<file path="config.mk">
export PLATFORM = sky130hd
export DESIGN_NAME = serializer_tile
export DESIGN_NICKNAME = d
export VERILOG_FILES = /design/src/design/swarm_pkg.sv /design/src/design/reg_bus_if.sv /design/src/design/free_list.sv /design/src/design/lowbit.sv /design/src/design/serializer_regs.sv /design/src/design/conflict_serializer.sv /design/src/design/serializer_tile.sv
export VERILOG_INCLUDE_DIRS = /design/src /design/src/design
export SDC_FILE = /design/constraint.sdc
export NUM_CORES = 2
export LEC_CHECK = 0
export BUFFER_PORTS_ARGS = -buffer_cell sky130_fd_sc_hd__buf_4
export CORE_UTILIZATION = 39
export DETAILED_ROUTE_END_ITERATION = 16
export GPL_TIMING_DRIVEN = 0
export PLACE_DENSITY = 0.56
export REMOVE_ABC_BUFFERS = 1
export SYNTH_ARGS = -nofsm -noshare
export SYNTH_HDL_FRONTEND = slang
export SYNTH_SLANG_ARGS = --single-unit
</file>
<file path="constraint.sdc">
create_clock -name clk -period 13.2 [get_ports clk]
set_input_delay 3.3 -clock clk [delete_from_list [all_inputs] [get_ports clk]]
set_output_delay 3.3 -clock clk [all_outputs]
set_load 0.01 [all_outputs]
</file>
<file path="src/design/swarm_defines.svh">
`ifndef SWARM_DEFINES_SVH
`define SWARM_DEFINES_SVH

// ready list sizing, 8 entries
`define SW_LOG_READY_LIST_SIZE 3

// core threads served by one tile
`define SW_N_THREADS 4

// task field widths
`define SW_LOCALE_WIDTH 8
`define SW_TS_WIDTH 16
`define SW_TTYPE_WIDTH 4
`define SW_CQ_SLOT_WIDTH 4

// register reset values
`define SW_ALMOST_FULL_RESET 4
`define SW_FULL_RESET 7
`define SW_MAX_RUNNING_RESET 127

`endif

</file>
<file path="src/design/swarm_pkg.sv">
`include "swarm_defines.svh"

package swarm_pkg;

   typedef logic [`SW_LOCALE_WIDTH-1:0] locale_t;

   typedef struct packed {
      logic [`SW_TS_WIDTH-1:0]    ts;
      locale_t                    locale;
      logic [`SW_TTYPE_WIDTH-1:0] ttype;
   } task_t;

   typedef logic [`SW_CQ_SLOT_WIDTH-1:0] cq_slice_slot_t;
   typedef logic [$clog2(`SW_N_THREADS)-1:0] thread_id_t;

   typedef struct packed {
      logic [3:0]  almost_full_threshold;
      logic [3:0]  full_threshold;
      logic [2:0]  active_threads;
      logic [31:0] max_running_tasks;
   } ser_cfg_t;

   // single-cycle event flags, one counter each
   typedef struct packed {
      logic no_task;
      logic task_issued;
      logic task_not_accepted;
      logic no_thread;
      logic list_full;
   } ser_stat_t;

   typedef enum logic [7:0] {
      SIZE_CONTROL = 8'h00,
      N_THREADS    = 8'h04,
      MAX_RUNNING  = 8'h08,
      READY_LIST   = 8'h10,
      DEBUG_WORD   = 8'h14,
      STAT_BASE    = 8'h20
   } ser_reg_addr_e;

endpackage

</file>
<file path="src/design/reg_bus_if.sv">
`timescale 1ns/1ps

interface reg_bus_if;
   logic        wvalid;
   logic [7:0]  waddr;
   logic [31:0] wdata;
   logic        arvalid;
   logic [7:0]  araddr;
   logic        rvalid;
   logic [31:0] rdata;

   modport master (
      output wvalid, waddr, wdata,
      output arvalid, araddr,
      input  rvalid, rdata
   );

   modport slave (
      input  wvalid, waddr, wdata,
      input  arvalid, araddr,
      output rvalid, rdata
   );
endinterface

</file>
<file path="src/design/free_list.sv">
`timescale 1ns/1ps

module free_list #(
   parameter int log_depth = 2
) (
   input  logic                 clk,
   input  logic                 rstn,
   input  logic                 wr_en,
   input  logic                 rd_en,
   input  logic [log_depth-1:0] wr_data,
   output logic [log_depth-1:0] rd_data,
   output logic                 empty,
   output logic [log_depth:0]   size
);
   localparam int depth = 2 ** log_depth;

   logic [log_depth-1:0] mem [depth];
   logic [log_depth-1:0] head;
   logic [log_depth-1:0] tail;

   // starts full, holding every identifier in ascending order
   always_ff @(posedge clk) begin
      if (!rstn) begin
         head <= '0;
         tail <= '0;
         size <= (log_depth + 1)'(depth);
         for (int i = 0; i < depth; i++) begin
            mem[i] <= log_depth'(i);
         end
      end else begin
         if (wr_en) begin
            mem[tail] <= wr_data;
            tail      <= tail + 1'b1;
         end
         if (rd_en) begin
            head <= head + 1'b1;
         end
         if (wr_en && !rd_en) begin
            size <= size + 1'b1;
         end else if (rd_en && !wr_en) begin
            size <= size - 1'b1;
         end
      end
   end

   assign rd_data = mem[head];
   assign empty   = (size == '0);

endmodule

</file>
<file path="src/design/lowbit.sv">
`timescale 1ns/1ps

module lowbit #(
   parameter int in_width  = 8,
   parameter int out_width = 3
) (
   input  logic [in_width-1:0]  in,
   output logic [out_width-1:0] out
);

   // scan downward so the lowest set bit is the last one written
   always_comb begin
      out = '0;
      for (int i = in_width - 1; i >= 0; i--) begin
         if (in[i]) begin
            out = out_width'(i);
         end
      end
   end

endmodule

</file>
<file path="src/design/serializer_regs.sv">
`timescale 1ns/1ps
`include "swarm_defines.svh"

module serializer_regs (
   input  logic                                    clk,
   input  logic                                    rstn,
   reg_bus_if.slave                                bus,
   output swarm_pkg::ser_cfg_t                     cfg,
   input  swarm_pkg::ser_stat_t                    stat,
   input  logic [(2**`SW_LOG_READY_LIST_SIZE)-1:0] list_valid,
   input  logic [(2**`SW_LOG_READY_LIST_SIZE)-1:0] list_conflict,
   input  logic [$clog2(`SW_N_THREADS):0]          free_threads
);
   import swarm_pkg::*;

   logic [31:0] stat_cnt [5];
   logic [4:0]  stat_flags;

   // index 0 sits at STAT_BASE, each next counter one word higher
   assign stat_flags = {stat.list_full, stat.no_thread, stat.task_not_accepted,
                        stat.task_issued, stat.no_task};

   always_ff @(posedge clk) begin
      if (!rstn) begin
         cfg.almost_full_threshold <= 4'(`SW_ALMOST_FULL_RESET);
         cfg.full_threshold        <= 4'(`SW_FULL_RESET);
         cfg.active_threads        <= 3'(`SW_N_THREADS);
         cfg.max_running_tasks     <= 32'(`SW_MAX_RUNNING_RESET);
      end else if (bus.wvalid) begin
         case (bus.waddr)
            SIZE_CONTROL: begin
               cfg.almost_full_threshold <= bus.wdata[3:0];
               cfg.full_threshold        <= bus.wdata[11:8];
            end
            N_THREADS:   cfg.active_threads    <= bus.wdata[2:0];
            MAX_RUNNING: cfg.max_running_tasks <= bus.wdata;
            default: ;
         endcase
      end
   end

   always_ff @(posedge clk) begin
      if (!rstn) begin
         for (int k = 0; k < 5; k++) begin
            stat_cnt[k] <= '0;
         end
      end else begin
         for (int k = 0; k < 5; k++) begin
            if (stat_flags[k]) begin
               stat_cnt[k] <= stat_cnt[k] + 32'd1;
            end
         end
      end
   end

   always_ff @(posedge clk) begin
      if (!rstn) begin
         bus.rvalid <= 1'b0;
      end else begin
         bus.rvalid <= bus.arvalid;
      end
   end

   always_ff @(posedge clk) begin
      if (bus.arvalid) begin
         case (bus.araddr)
            SIZE_CONTROL: bus.rdata <= {20'h0, cfg.full_threshold, 4'h0,
                                        cfg.almost_full_threshold};
            N_THREADS:    bus.rdata <= {29'h0, cfg.active_threads};
            MAX_RUNNING:  bus.rdata <= cfg.max_running_tasks;
            READY_LIST:   bus.rdata <= {16'h0, list_valid, list_conflict};
            DEBUG_WORD:   bus.rdata <= {29'h0, free_threads};
            STAT_BASE:           bus.rdata <= stat_cnt[0];
            STAT_BASE + 8'h04:   bus.rdata <= stat_cnt[1];
            STAT_BASE + 8'h08:   bus.rdata <= stat_cnt[2];
            STAT_BASE + 8'h0c:   bus.rdata <= stat_cnt[3];
            STAT_BASE + 8'h10:   bus.rdata <= stat_cnt[4];
            default:      bus.rdata <= '0;
         endcase
      end
   end

endmodule

</file>
<file path="src/design/conflict_serializer.sv">
`timescale 1ns/1ps
`include "swarm_defines.svh"

module conflict_serializer (
   input  logic                                    clk,
   input  logic                                    rstn,
   input  swarm_pkg::task_t                        m_task,
   input  swarm_pkg::cq_slice_slot_t               m_cq_slot,
   input  logic                                    m_valid,
   output logic                                    m_ready,
   output logic                                    s_valid,
   input  logic                                    s_ready,
   output swarm_pkg::task_t                        s_task,
   output swarm_pkg::cq_slice_slot_t               s_cq_slot,
   output swarm_pkg::thread_id_t                   s_thread,
   input  logic                                    unlock_valid,
   input  swarm_pkg::thread_id_t                   unlock_thread,
   input  swarm_pkg::ser_cfg_t                     cfg,
   output swarm_pkg::ser_stat_t                    stat,
   output logic [(2**`SW_LOG_READY_LIST_SIZE)-1:0] list_valid,
   output logic [(2**`SW_LOG_READY_LIST_SIZE)-1:0] list_conflict,
   output logic [$clog2(`SW_N_THREADS):0]          free_threads,
   output logic                                    almost_full,
   output logic                                    all_cores_idle
);
   import swarm_pkg::*;

   localparam int log_size    = `SW_LOG_READY_LIST_SIZE;
   localparam int list_size   = 2 ** log_size;
   localparam int n_threads   = `SW_N_THREADS;
   localparam int log_threads = $clog2(n_threads);

   // ordered list, position 0 is the earliest task
   logic [log_size-1:0]  entry_id [list_size];
   locale_t              entry_locale [list_size];
   logic [log_size-1:0]  nxt_id [list_size];
   locale_t              nxt_locale [list_size];
   logic [list_size-1:0] nxt_valid;
   logic [list_size-1:0] nxt_conflict;

   task_t                task_mem [list_size];
   cq_slice_slot_t       slot_mem [list_size];

   locale_t              run_locale [n_threads];
   logic [n_threads-1:0] run_valid;
   logic [31:0]          n_running;

   logic [list_size-1:0] task_ready;
   logic [log_size-1:0]  task_select;
   locale_t              unlock_locale;
   logic [list_size-1:0] unlock_match;
   logic [log_size-1:0]  unlock_select;
   logic                 unlock_hit;
   logic [log_size-1:0]  insert_loc;
   logic [list_size-1:0] enq_hit_list;
   logic [n_threads-1:0] enq_hit_run;
   logic                 enq_conflict;

   logic                 issue;
   logic                 intake;
   logic                 id_empty;
   logic [log_size-1:0]  next_id;
   logic [log_size:0]    id_free;
   logic [log_size:0]    occupancy;
   logic                 thread_empty;
   logic [log_threads:0] idle_reserve;
   logic                 thread_ok;

   free_list #(.log_depth(log_size)) i_id_list (
      .clk(clk), .rstn(rstn),
      .wr_en(issue), .rd_en(intake), .wr_data(entry_id[task_select]),
      .rd_data(next_id), .empty(id_empty), .size(id_free)
   );

   free_list #(.log_depth(log_threads)) i_thread_list (
      .clk(clk), .rstn(rstn),
      .wr_en(unlock_valid), .rd_en(issue), .wr_data(unlock_thread),
      .rd_data(s_thread), .empty(thread_empty), .size(free_threads)
   );

   assign occupancy  = (log_size + 1)'(list_size) - id_free;
   assign task_ready = list_valid & ~list_conflict;

   lowbit #(.in_width(list_size), .out_width(log_size)) i_issue_sel (
      .in(task_ready), .out(task_select)
   );

   // threads kept back when fewer than all are active
   always_comb begin
      if (cfg.active_threads >= n_threads) begin
         idle_reserve = '0;
      end else begin
         idle_reserve = (log_threads + 1)'(n_threads) - cfg.active_threads;
      end
   end

   assign thread_ok = !thread_empty && (free_threads > idle_reserve);
   assign s_valid   = task_ready[task_select] && thread_ok &&
                      (n_running < cfg.max_running_tasks);
   assign issue     = s_valid && s_ready;
   assign s_task    = task_mem[entry_id[task_select]];
   assign s_cq_slot = slot_mem[entry_id[task_select]];

   assign unlock_locale = run_locale[unlock_thread];
   always_comb begin
      for (int i = 0; i < list_size; i++) begin
         unlock_match[i] = unlock_valid && run_valid[unlock_thread] && list_valid[i] &&
                           (entry_locale[i] == unlock_locale);
      end
   end
   assign unlock_hit = |unlock_match;

   lowbit #(.in_width(list_size), .out_width(log_size)) i_unlock_sel (
      .in(unlock_match), .out(unlock_select)
   );

   lowbit #(.in_width(list_size), .out_width(log_size)) i_insert_sel (
      .in(~list_valid), .out(insert_loc)
   );

   assign m_ready = m_valid && !id_empty && !list_valid[insert_loc] &&
                    (occupancy <= cfg.full_threshold);
   assign intake  = m_valid && m_ready;

   // a thread unlocking in this cycle no longer blocks the new task
   always_comb begin
      for (int i = 0; i < list_size; i++) begin
         enq_hit_list[i] = list_valid[i] && (entry_locale[i] == m_task.locale);
      end
      for (int t = 0; t < n_threads; t++) begin
         enq_hit_run[t] = run_valid[t] && (run_locale[t] == m_task.locale) &&
                          !(unlock_valid && (unlock_thread == t));
      end
   end
   assign enq_conflict = (|enq_hit_list) || (|enq_hit_run);

   always_comb begin
      int src;
      for (int i = 0; i < list_size; i++) begin
         src             = (i < list_size - 1) ? i + 1 : i;
         nxt_id[i]       = entry_id[i];
         nxt_locale[i]   = entry_locale[i];
         nxt_valid[i]    = list_valid[i];
         nxt_conflict[i] = list_conflict[i] && !(unlock_hit && (unlock_select == i));
         if (issue && (i >= task_select)) begin
            if (intake && (insert_loc == i + 1)) begin
               nxt_id[i]       = next_id;
               nxt_locale[i]   = m_task.locale;
               nxt_valid[i]    = 1'b1;
               nxt_conflict[i] = enq_conflict;
            end else if (i < list_size - 1) begin
               nxt_id[i]       = entry_id[src];
               nxt_locale[i]   = entry_locale[src];
               nxt_valid[i]    = list_valid[src];
               nxt_conflict[i] = list_conflict[src] &&
                                 !(unlock_hit && (unlock_select == src));
            end else begin
               nxt_valid[i]    = 1'b0;
               nxt_conflict[i] = 1'b0;
            end
         end else if (intake && (insert_loc == i)) begin
            nxt_id[i]       = next_id;
            nxt_locale[i]   = m_task.locale;
            nxt_valid[i]    = 1'b1;
            nxt_conflict[i] = enq_conflict;
         end
      end
   end

   always_ff @(posedge clk) begin
      if (!rstn) begin
         list_valid    <= '0;
         list_conflict <= '0;
         almost_full   <= 1'b0;
      end else begin
         list_valid    <= nxt_valid;
         list_conflict <= nxt_conflict;
         almost_full   <= (occupancy >= cfg.almost_full_threshold);
      end
   end

   always_ff @(posedge clk) begin
      entry_id     <= nxt_id;
      entry_locale <= nxt_locale;
      if (intake) begin
         task_mem[next_id] <= m_task;
         slot_mem[next_id] <= m_cq_slot;
      end
      if (issue) begin
         run_locale[s_thread] <= s_task.locale;
      end
   end

   // issue and unlock never name the same thread in one cycle
   always_ff @(posedge clk) begin
      if (!rstn) begin
         run_valid <= '0;
         n_running <= '0;
      end else begin
         if (issue) begin
            run_valid[s_thread] <= 1'b1;
         end
         if (unlock_valid) begin
            run_valid[unlock_thread] <= 1'b0;
         end
         if (issue && !unlock_valid) begin
            n_running <= n_running + 32'd1;
         end else if (unlock_valid && !issue) begin
            n_running <= n_running - 32'd1;
         end
      end
   end

   assign all_cores_idle = (list_valid == '0) && (run_valid == '0);

   always_comb begin
      stat                   = '0;
      stat.task_issued       = s_valid && s_ready;
      stat.task_not_accepted = s_valid && !s_ready;
      if (!s_valid) begin
         if (!task_ready[task_select]) begin
            stat.list_full = almost_full;
            stat.no_task   = !almost_full;
         end else begin
            stat.no_thread = 1'b1;
         end
      end
   end

endmodule

</file>
<file path="src/design/serializer_tile.sv">
`timescale 1ns/1ps
`include "swarm_defines.svh"

module serializer_tile (
   input  logic                      clk,
   input  logic                      rstn,
   input  swarm_pkg::task_t          m_task,
   input  swarm_pkg::cq_slice_slot_t m_cq_slot,
   input  logic                      m_valid,
   output logic                      m_ready,
   output logic                      s_valid,
   input  logic                      s_ready,
   output swarm_pkg::task_t          s_task,
   output swarm_pkg::cq_slice_slot_t s_cq_slot,
   output swarm_pkg::thread_id_t     s_thread,
   input  logic                      unlock_valid,
   input  swarm_pkg::thread_id_t     unlock_thread,
   input  logic                      reg_wvalid,
   input  logic [7:0]                reg_waddr,
   input  logic [31:0]               reg_wdata,
   input  logic                      reg_arvalid,
   input  logic [7:0]                reg_araddr,
   output logic                      reg_rvalid,
   output logic [31:0]               reg_rdata,
   output logic                      almost_full,
   output logic                      all_cores_idle
);
   import swarm_pkg::*;

   ser_cfg_t                                cfg;
   ser_stat_t                               stat;
   logic [(2**`SW_LOG_READY_LIST_SIZE)-1:0] list_valid;
   logic [(2**`SW_LOG_READY_LIST_SIZE)-1:0] list_conflict;
   logic [$clog2(`SW_N_THREADS):0]          free_threads;

   reg_bus_if i_reg_bus ();

   assign i_reg_bus.wvalid  = reg_wvalid;
   assign i_reg_bus.waddr   = reg_waddr;
   assign i_reg_bus.wdata   = reg_wdata;
   assign i_reg_bus.arvalid = reg_arvalid;
   assign i_reg_bus.araddr  = reg_araddr;
   assign reg_rvalid        = i_reg_bus.rvalid;
   assign reg_rdata         = i_reg_bus.rdata;

   conflict_serializer i_serializer (
      .clk(clk), .rstn(rstn),
      .m_task(m_task), .m_cq_slot(m_cq_slot), .m_valid(m_valid), .m_ready(m_ready),
      .s_valid(s_valid), .s_ready(s_ready), .s_task(s_task),
      .s_cq_slot(s_cq_slot), .s_thread(s_thread),
      .unlock_valid(unlock_valid), .unlock_thread(unlock_thread),
      .cfg(cfg), .stat(stat),
      .list_valid(list_valid), .list_conflict(list_conflict),
      .free_threads(free_threads),
      .almost_full(almost_full), .all_cores_idle(all_cores_idle)
   );

   serializer_regs i_regs (
      .clk(clk), .rstn(rstn), .bus(i_reg_bus.slave),
      .cfg(cfg), .stat(stat),
      .list_valid(list_valid), .list_conflict(list_conflict),
      .free_threads(free_threads)
   );

endmodule

</file>
# Word-level counts from Yosys, hierarchy flattened

Memory sizes are Yosys's and may differ from the RTL's. A register that Yosys moved wholly into a read port is not among the register bits.
Index checks and enable logic that the tools add are counted.

Add/sub/neg operators: 17
Mux-type cells: 150
Magnitude comparators: 19
Reductions and logical operators: 126
Equal/unequal tests: 48
Bitwise logic cells: 13

Operators with widths:

| cell                                                                  | number |
|---|---|
| 32-bit case mux with 10 select lines                                  | 1 |
| 32-bit 2-to-1 mux                                                     | 7 |
| 32-bit by 1-bit adder with 32-bit output (second input constant)      | 6 |
| 8-bit == test                                                         | 20 |
| 3-bit 2-to-1 mux                                                      | 48 |
| 8-bit 2-to-1 mux                                                      | 15 |
| 1-bit logical AND                                                     | 84 |
| 1-bit 2-to-1 mux                                                      | 63 |
| 8-bit by 6-bit == test with 1-bit output (second input constant)      | 5 |
| 32-bit < comparator                                                   | 1 |
| 32-bit by 1-bit subtractor with 32-bit output (second input constant) | 1 |
| 3-bit == test (second input constant)                                 | 8 |
| 8-bit zero test                                                       | 3 |
| 1-bit zero test                                                       | 20 |
| 4-bit 2-to-1 mux                                                      | 5 |
| 8-bit by 3-bit == test with 1-bit output (second input constant)      | 2 |
| 8-bit by 4-bit == test with 1-bit output (second input constant)      | 2 |
| 8-bit by 5-bit == test with 1-bit output (second input constant)      | 2 |
| 8-bit inverter                                                        | 2 |
| 8-bit OR reduction                                                    | 2 |
| 3-bit by 2-bit == test with 1-bit output (second input constant)      | 4 |
| 2-bit 2-to-1 mux                                                      | 5 |
| 3-bit by 1-bit adder with 3-bit output (second input constant)        | 3 |
| 3-bit binary-select mux with 3-bit select                             | 1 |
| other kinds (39)                                                      | 63 |

Bits in writable memories: 480
Register bits after elaboration: 234
Output and inout bits: 71
Input port bits: 89
Word-level logic and storage cells: 415
Memories: 6

Memory list:

| memory                         | words | bits a word | rd ports | clocked after Yosys merged registers in | write ports | line                      | source |
|---|---|---|---|---|---|---|---|
| i_serializer.task_mem          | 8     | 28          | 1        | 0                                       | 1           | conflict_serializer.sv:41 | `task_t task_mem [list_size];` |
| i_regs.stat_cnt                | 5     | 32          | 5        | 0                                       | 5           | serializer_regs.sv:16     | `logic [31:0] stat_cnt [5];` |
| i_serializer.run_locale        | 4     | 8           | 5        | 0                                       | 1           | conflict_serializer.sv:44 | `locale_t run_locale [n_threads];` |
| i_serializer.slot_mem          | 8     | 4           | 1        | 0                                       | 1           | conflict_serializer.sv:42 | `cq_slice_slot_t slot_mem [list_size];` |
| i_serializer.i_id_list.mem     | 8     | 3           | 1        | 1                                       | 8           | free_list.sv:17           | `logic [log_depth-1:0] mem [depth];` |
| i_serializer.i_thread_list.mem | 4     | 2           | 1        | 1                                       | 4           | free_list.sv:17           |  |

# Longest topological paths before layout

Word-level depth: 20
Depth in mapped cells: 27
Gate-level depth less buffers: 26

# Modules after synthesis

A second synthesis with hierarchy kept.

Cell total of the unflattened synthesis: 3681
Area, all modules: 38237.9 um2

By module, submodules not included:

| module                                 | cells an instance | seq. area each (um2) | times used | area an instance (um2) |
|---|---|---|---|---|
| conflict_serializer                    | 2154              | 11691.2              | 1          | 22358.9 |
| serializer_regs                        | 1289              | 6646.4               | 1          | 13133.8 |
| free_list (i_serializer.i_id_list)     | 138               | 980.9                | 1          | 1751.7 |
| free_list (i_serializer.i_thread_list) | 64                | 420.4                | 1          | 742.0 |
| lowbit                                 | 12                | 0.0                  | 3          | 83.8 |

# Worst setup path after synthesis

Ideal clock, no wire load.

Kind: input to output
Start point: input m_valid
End point: output m_ready
Setup slack: 6.155 ns
Stages: 3
Arrival: 3.745 ns
Required time: 9.900 ns
Buffers on the path: 0
Path through: o221a_2 nand2_1 clkinv_1

Longest elaborated chain between the ends: 3

Ends and longest elaborated chain:

| element                         | line                       | source |
|---|---|---|
| start, declared                 | serializer_tile.sv:9       | `input logic m_valid,` |
| 1-bit logical AND (3 in series) | conflict_serializer.sv:121 | `assign m_ready = m_valid && !id_empty && !list_valid[insert_loc] &&` |
| end, declared                   | serializer_tile.sv:10      | `output logic m_ready,` |

Every way passes these cells.

==> impl_metrics.csv <==
group,metric,value,unit
placement,place_area,39300,sq um
global_routing,grt_max_degree,163,
die,start_util,39.6,%
logic_synthesis,synthAdderAreaFrac,3.25,%
detailed_routing,routed_wirelength,97400,um
placement,dp_hpwl,67400,um
logic_synthesis,synth-simple-area-share,14.1,%
logic_synthesis,synthTopCellsByCount,"edfxtp_1 (534), nand2_1 (253), xnor2_1 (209)",
clock_network,cts_hold_buf,0,
layout,design_area,42100,sq um
placement,portBuffers,159,
global_routing,grt_pass1_wl,150000,um
detailed_routing,top_layer_used,"met4",
die,die_area,94800,sq um
logic_synthesis,synth_top_family_by_area,"simple AND/OR/NAND/NOR gates",
detailed_routing,vias_per_cell,5.54,
logic_synthesis,yosysTopAreaCellShare,43.9,%
logic_synthesis,synth_edf_count,534,
detailed_routing,drc,0,
detailed_routing,drtIter0Drc,1869,
clock_network,cts_tree,"yes",
detailed_routing,vias,25100,
sta,setup_tns,0,ns
sta,finalCriticalPeriod,8.70,ns
pwr,p_leak,0.0151,uW
die,die_h,308,um
clock_network,worstSkewPairLatency,0.66,ns
sta,max_freq,115,MHz
critical_path,r2r_setup_slack,5.53,ns
logic_synthesis,syn_area,36500,sq um
logic_synthesis,ys_seq_area_share,54.1,%
layout,synthToLayoutAreaGrowth,15.4,%
logic_synthesis,synth_xor_xnor_area_share,7.58,%
clock_network,cts_inserted_buffers,83,
logic_synthesis,synth_cells,3103,
critical_path,worstSetupEndpointType,"output pin",
clock_network,clock_path_buffers,3,
detailed_routing,routed-wl-met2,48400,um
critical_path,required,9.90,ns
logic_synthesis,yosys.area.top_type,"edfxtp_1",
sta,slew_violations,0,
detailed_routing,wl_met3,4400,um
detailed_routing,firstDrtPassIters,8,
layout,final_cells,4533,
flow_run,max_cap_viol_count,0,
logic_synthesis,synth-seq-cells,719,
run_status,status,"completed",
logic_synthesis,synth-warning-count,0,
critical_path,critPathBufInv,4,
sta,setup_violations,0,
detailed_routing,wl_per_cell,21.5,um
layout,finalNetCount,3400,
worst_hold_path,hold_end,"i_regs.cfg[10]$_SDFFE_PN0P_",
critical_path,reg2reg_from,"i_regs.cfg[32]$_SDFFE_PN0P_",
logic_synthesis,yosys-top-cells-area,"edfxtp_1 (44%), dfxtp_1 (10%), xnor2_1 (5.0%)",
critical_path,crit_type,"flop to output pin",
sta,relSlewSlack,13.4,%
logic_synthesis,synth.distinct_cells,85,
sta,max_slew.worst_pin.slew,1.29,ns
clock_network,cts_resized,0,
sta,rsz0062_at_grt,"no",
critical_path,crit_path_top_delay_cell,"dfxtp_1",
die,core-area,92200,sq um
logic_synthesis,synthArstFlopShare,0,%
logic_synthesis,synthFlopType,"edfxtp_1",
layout,final_layout_size_suffix_gt1_share,15.0,%
pwr,vdd.ir_drop.worst,201,uV
sta,clock_skew,0.0315,ns
die,ioPinCount,160,
clock_network,h-tree-depth,3,
placement,dp.cells,4375,
critical_path,crit_fanout,12,
clock_network,path_clk_slew,0.06,ns
critical_path,path_common_cell,"buf_16",
critical_path,max_stage_delay,0.79,ns
clock_network,post_cts_buffers,0,
critical_path,reg2regPathDepth,26,
critical_path,crit_chain,"nand2b_1, o21ai_1, a21oi_1, o21ai_1, nand2_1, and3_1, a41oi_4, buf_16, buf_16, buf_16, mux4_2, mux2_2, buf_4",
clock_network,clkSinkCount,719,
logic_synthesis,synth_most_common_cell,"edfxtp_1",
detailed_routing,wl_met1,41900,um
die,rows,111,
global_routing,grt_usage,20.4,%
worst_hold_path,whs_path_depth,2,
critical_path,cp-start-kind,"flop",
detailed_routing,ant_nets,0,
sta,finalCritPeriodShare,65.9,%
placement,place_congestion,0.866,
global_routing,first_global_vias,25200,
sta,whs,0.494,ns
die,die_x,308,um
worst_hold_path,min_from,"i_regs.cfg[10]$_SDFFE_PN0P_",
critical_path,crit_family,"compound AO/OA/AOI/OAI gates",
critical_path,r2r-end,"i_serializer.n_running[31]$_SDFFE_PN0P_",
sta,finalHoldViolations,0,
pwr,power.total,9780,uW
global_routing,grt-ovfl-total,0,
logic_synthesis,synth_compound_area_share,9.95,%
global_routing,antenna_found_initial,1,
logic_synthesis,avgSynthCellArea,11.8,sq um
pwr,powerDensity,232,nW/um^2
worst_hold_path,hold_path.class,"flop to flop",
critical_path,arrival,5.40,ns
clock_network,cts-root-buf,"clkbuf_16",
logic_synthesis,synthMuxAreaShare,7.96,%
[report_power, final]
group / leakage (uW) / internal [uW] / switching [uW]
Combinational: 0.00712 / 1920 / 2020
Clock: 0.00136 / 1340 / 983
Sequential: 0.00664 / 3050 / 465
Total: 0.0151 / 6310 / 3470
[worst reg2reg max path, delay by kind of cell (launching register included)]
family	cells	cell delay, ns
AOI/OAI and AO/OA	10	2.57
xor gates and xnor gates	1	0.11
adders and majority gates	5	1.44
buffers and inverters	3	1.38
DFF	1	0.38
and+or+nand+nor	7	1.72
[flip-flops by register name (all words and copies together), names as in the netlist, 8 cells and up, named ones only]
| name | flops |
|---|---|
| i_serializer.task_mem | 224 |
| i_regs.stat_cnt | 160 |
| i_serializer.entry_locale | 64 |
| i_regs.cfg | 43 |
| i_regs.bus.rdata | 32 |
| i_serializer.n_running | 32 |
| i_serializer.run_locale | 32 |
| i_serializer.slot_mem | 32 |
| i_serializer.entry_id | 24 |
| i_serializer.i_id_list.mem | 24 |
| i_serializer.i_thread_list.mem | 8 |
| i_serializer.list_conflict | 8 |
| i_serializer.list_valid | 8 |
[cell families (layout without fill, tap and decap cells)]
logic type | after synthesis | after routing
AOI/OAI and AO/OA | 529 | 529
other | 0 | 1
adders and majority gates | 93 | 93
xor gates and xnor gates | 316 | 316
and+or+nand+nor | 995 | 995
buffers and inverters | 272 | 458
muxes | 179 | 179
DFF | 719 | 719
[routing by layer]
metal  vias up  track usage (%)
li1      11700                -
met1     12600             26.3
met2       637             35.2
met3       145             2.79
met4         0             6.39
met5         -                0
[through the flow]
| stage | util [%] | worst slack, ns |
|---|---|---|
| floorplan | - | 4.13 |
| global placement | 41.8 | -0.0238 |
| detailed placement | 42.6 | 4.46 |
| CTS | 45.7 | 4.46 |
| global route | 45.7 | 4.20 |
| finish | 45.7 | 4.50 |
[worst max-delay path by stage]
| stage | slack, ns | cells after the start | from | end |
|---|---|---|---|---|
| 2_1_floorplan | 4.13 | 8 | i_serializer.list_valid[2]$_SDFF_PN0_ | s_task[10] |
| 3_3_place_gp | -0.02 | 8 | i_serializer.list_valid[6]$_SDFF_PN0_ | s_task[6] |
| 3_5_place_dp | 4.46 | 17 | s_ready | i_serializer.n_running[31]$_SDFFE_PN0P_ |
| 4_1_cts | 4.46 | 13 | i_serializer.list_valid[5]$_SDFF_PN0_ | s_task[7] |
| 5_1_grt | 4.20 | 13 | i_serializer.list_valid[5]$_SDFF_PN0_ | s_task[7] |
| 6_report | 4.50 | 13 | i_serializer.list_valid[5]$_SDFF_PN0_ | s_task[7] |
[placed cells by master, fill, tap and decap left out, types with 85 or more instances in the layout]
master,Yosys,routed
ha_1,90,89
a21oi_1,87,87
nor2_1,124,109
nand2_1,253,251
dfxtp_1,185,185
nand3_1,125,125
a22oi_1,91,91
buf_4,3,158
inv_1,115,115
xnor2_1,209,209
edfxtp_1,534,534
o21ai_0,97,95
clkbuf_16,0,85
and2_1,168,168
xor2_1,107,107
[area by class of cell]
class                   count  area (sq um)
diodes                      1          2.50
multi-input cells        2112         15900
clock inverters            46           483
repair buffers            185          1760
clock buffers             110          2290
fillers                  8474         50100
inverters                 117           439
flip-flops and latches    719         19700
well taps                1243          1560
No activity file was read; power rests on OpenSTA's default activity.
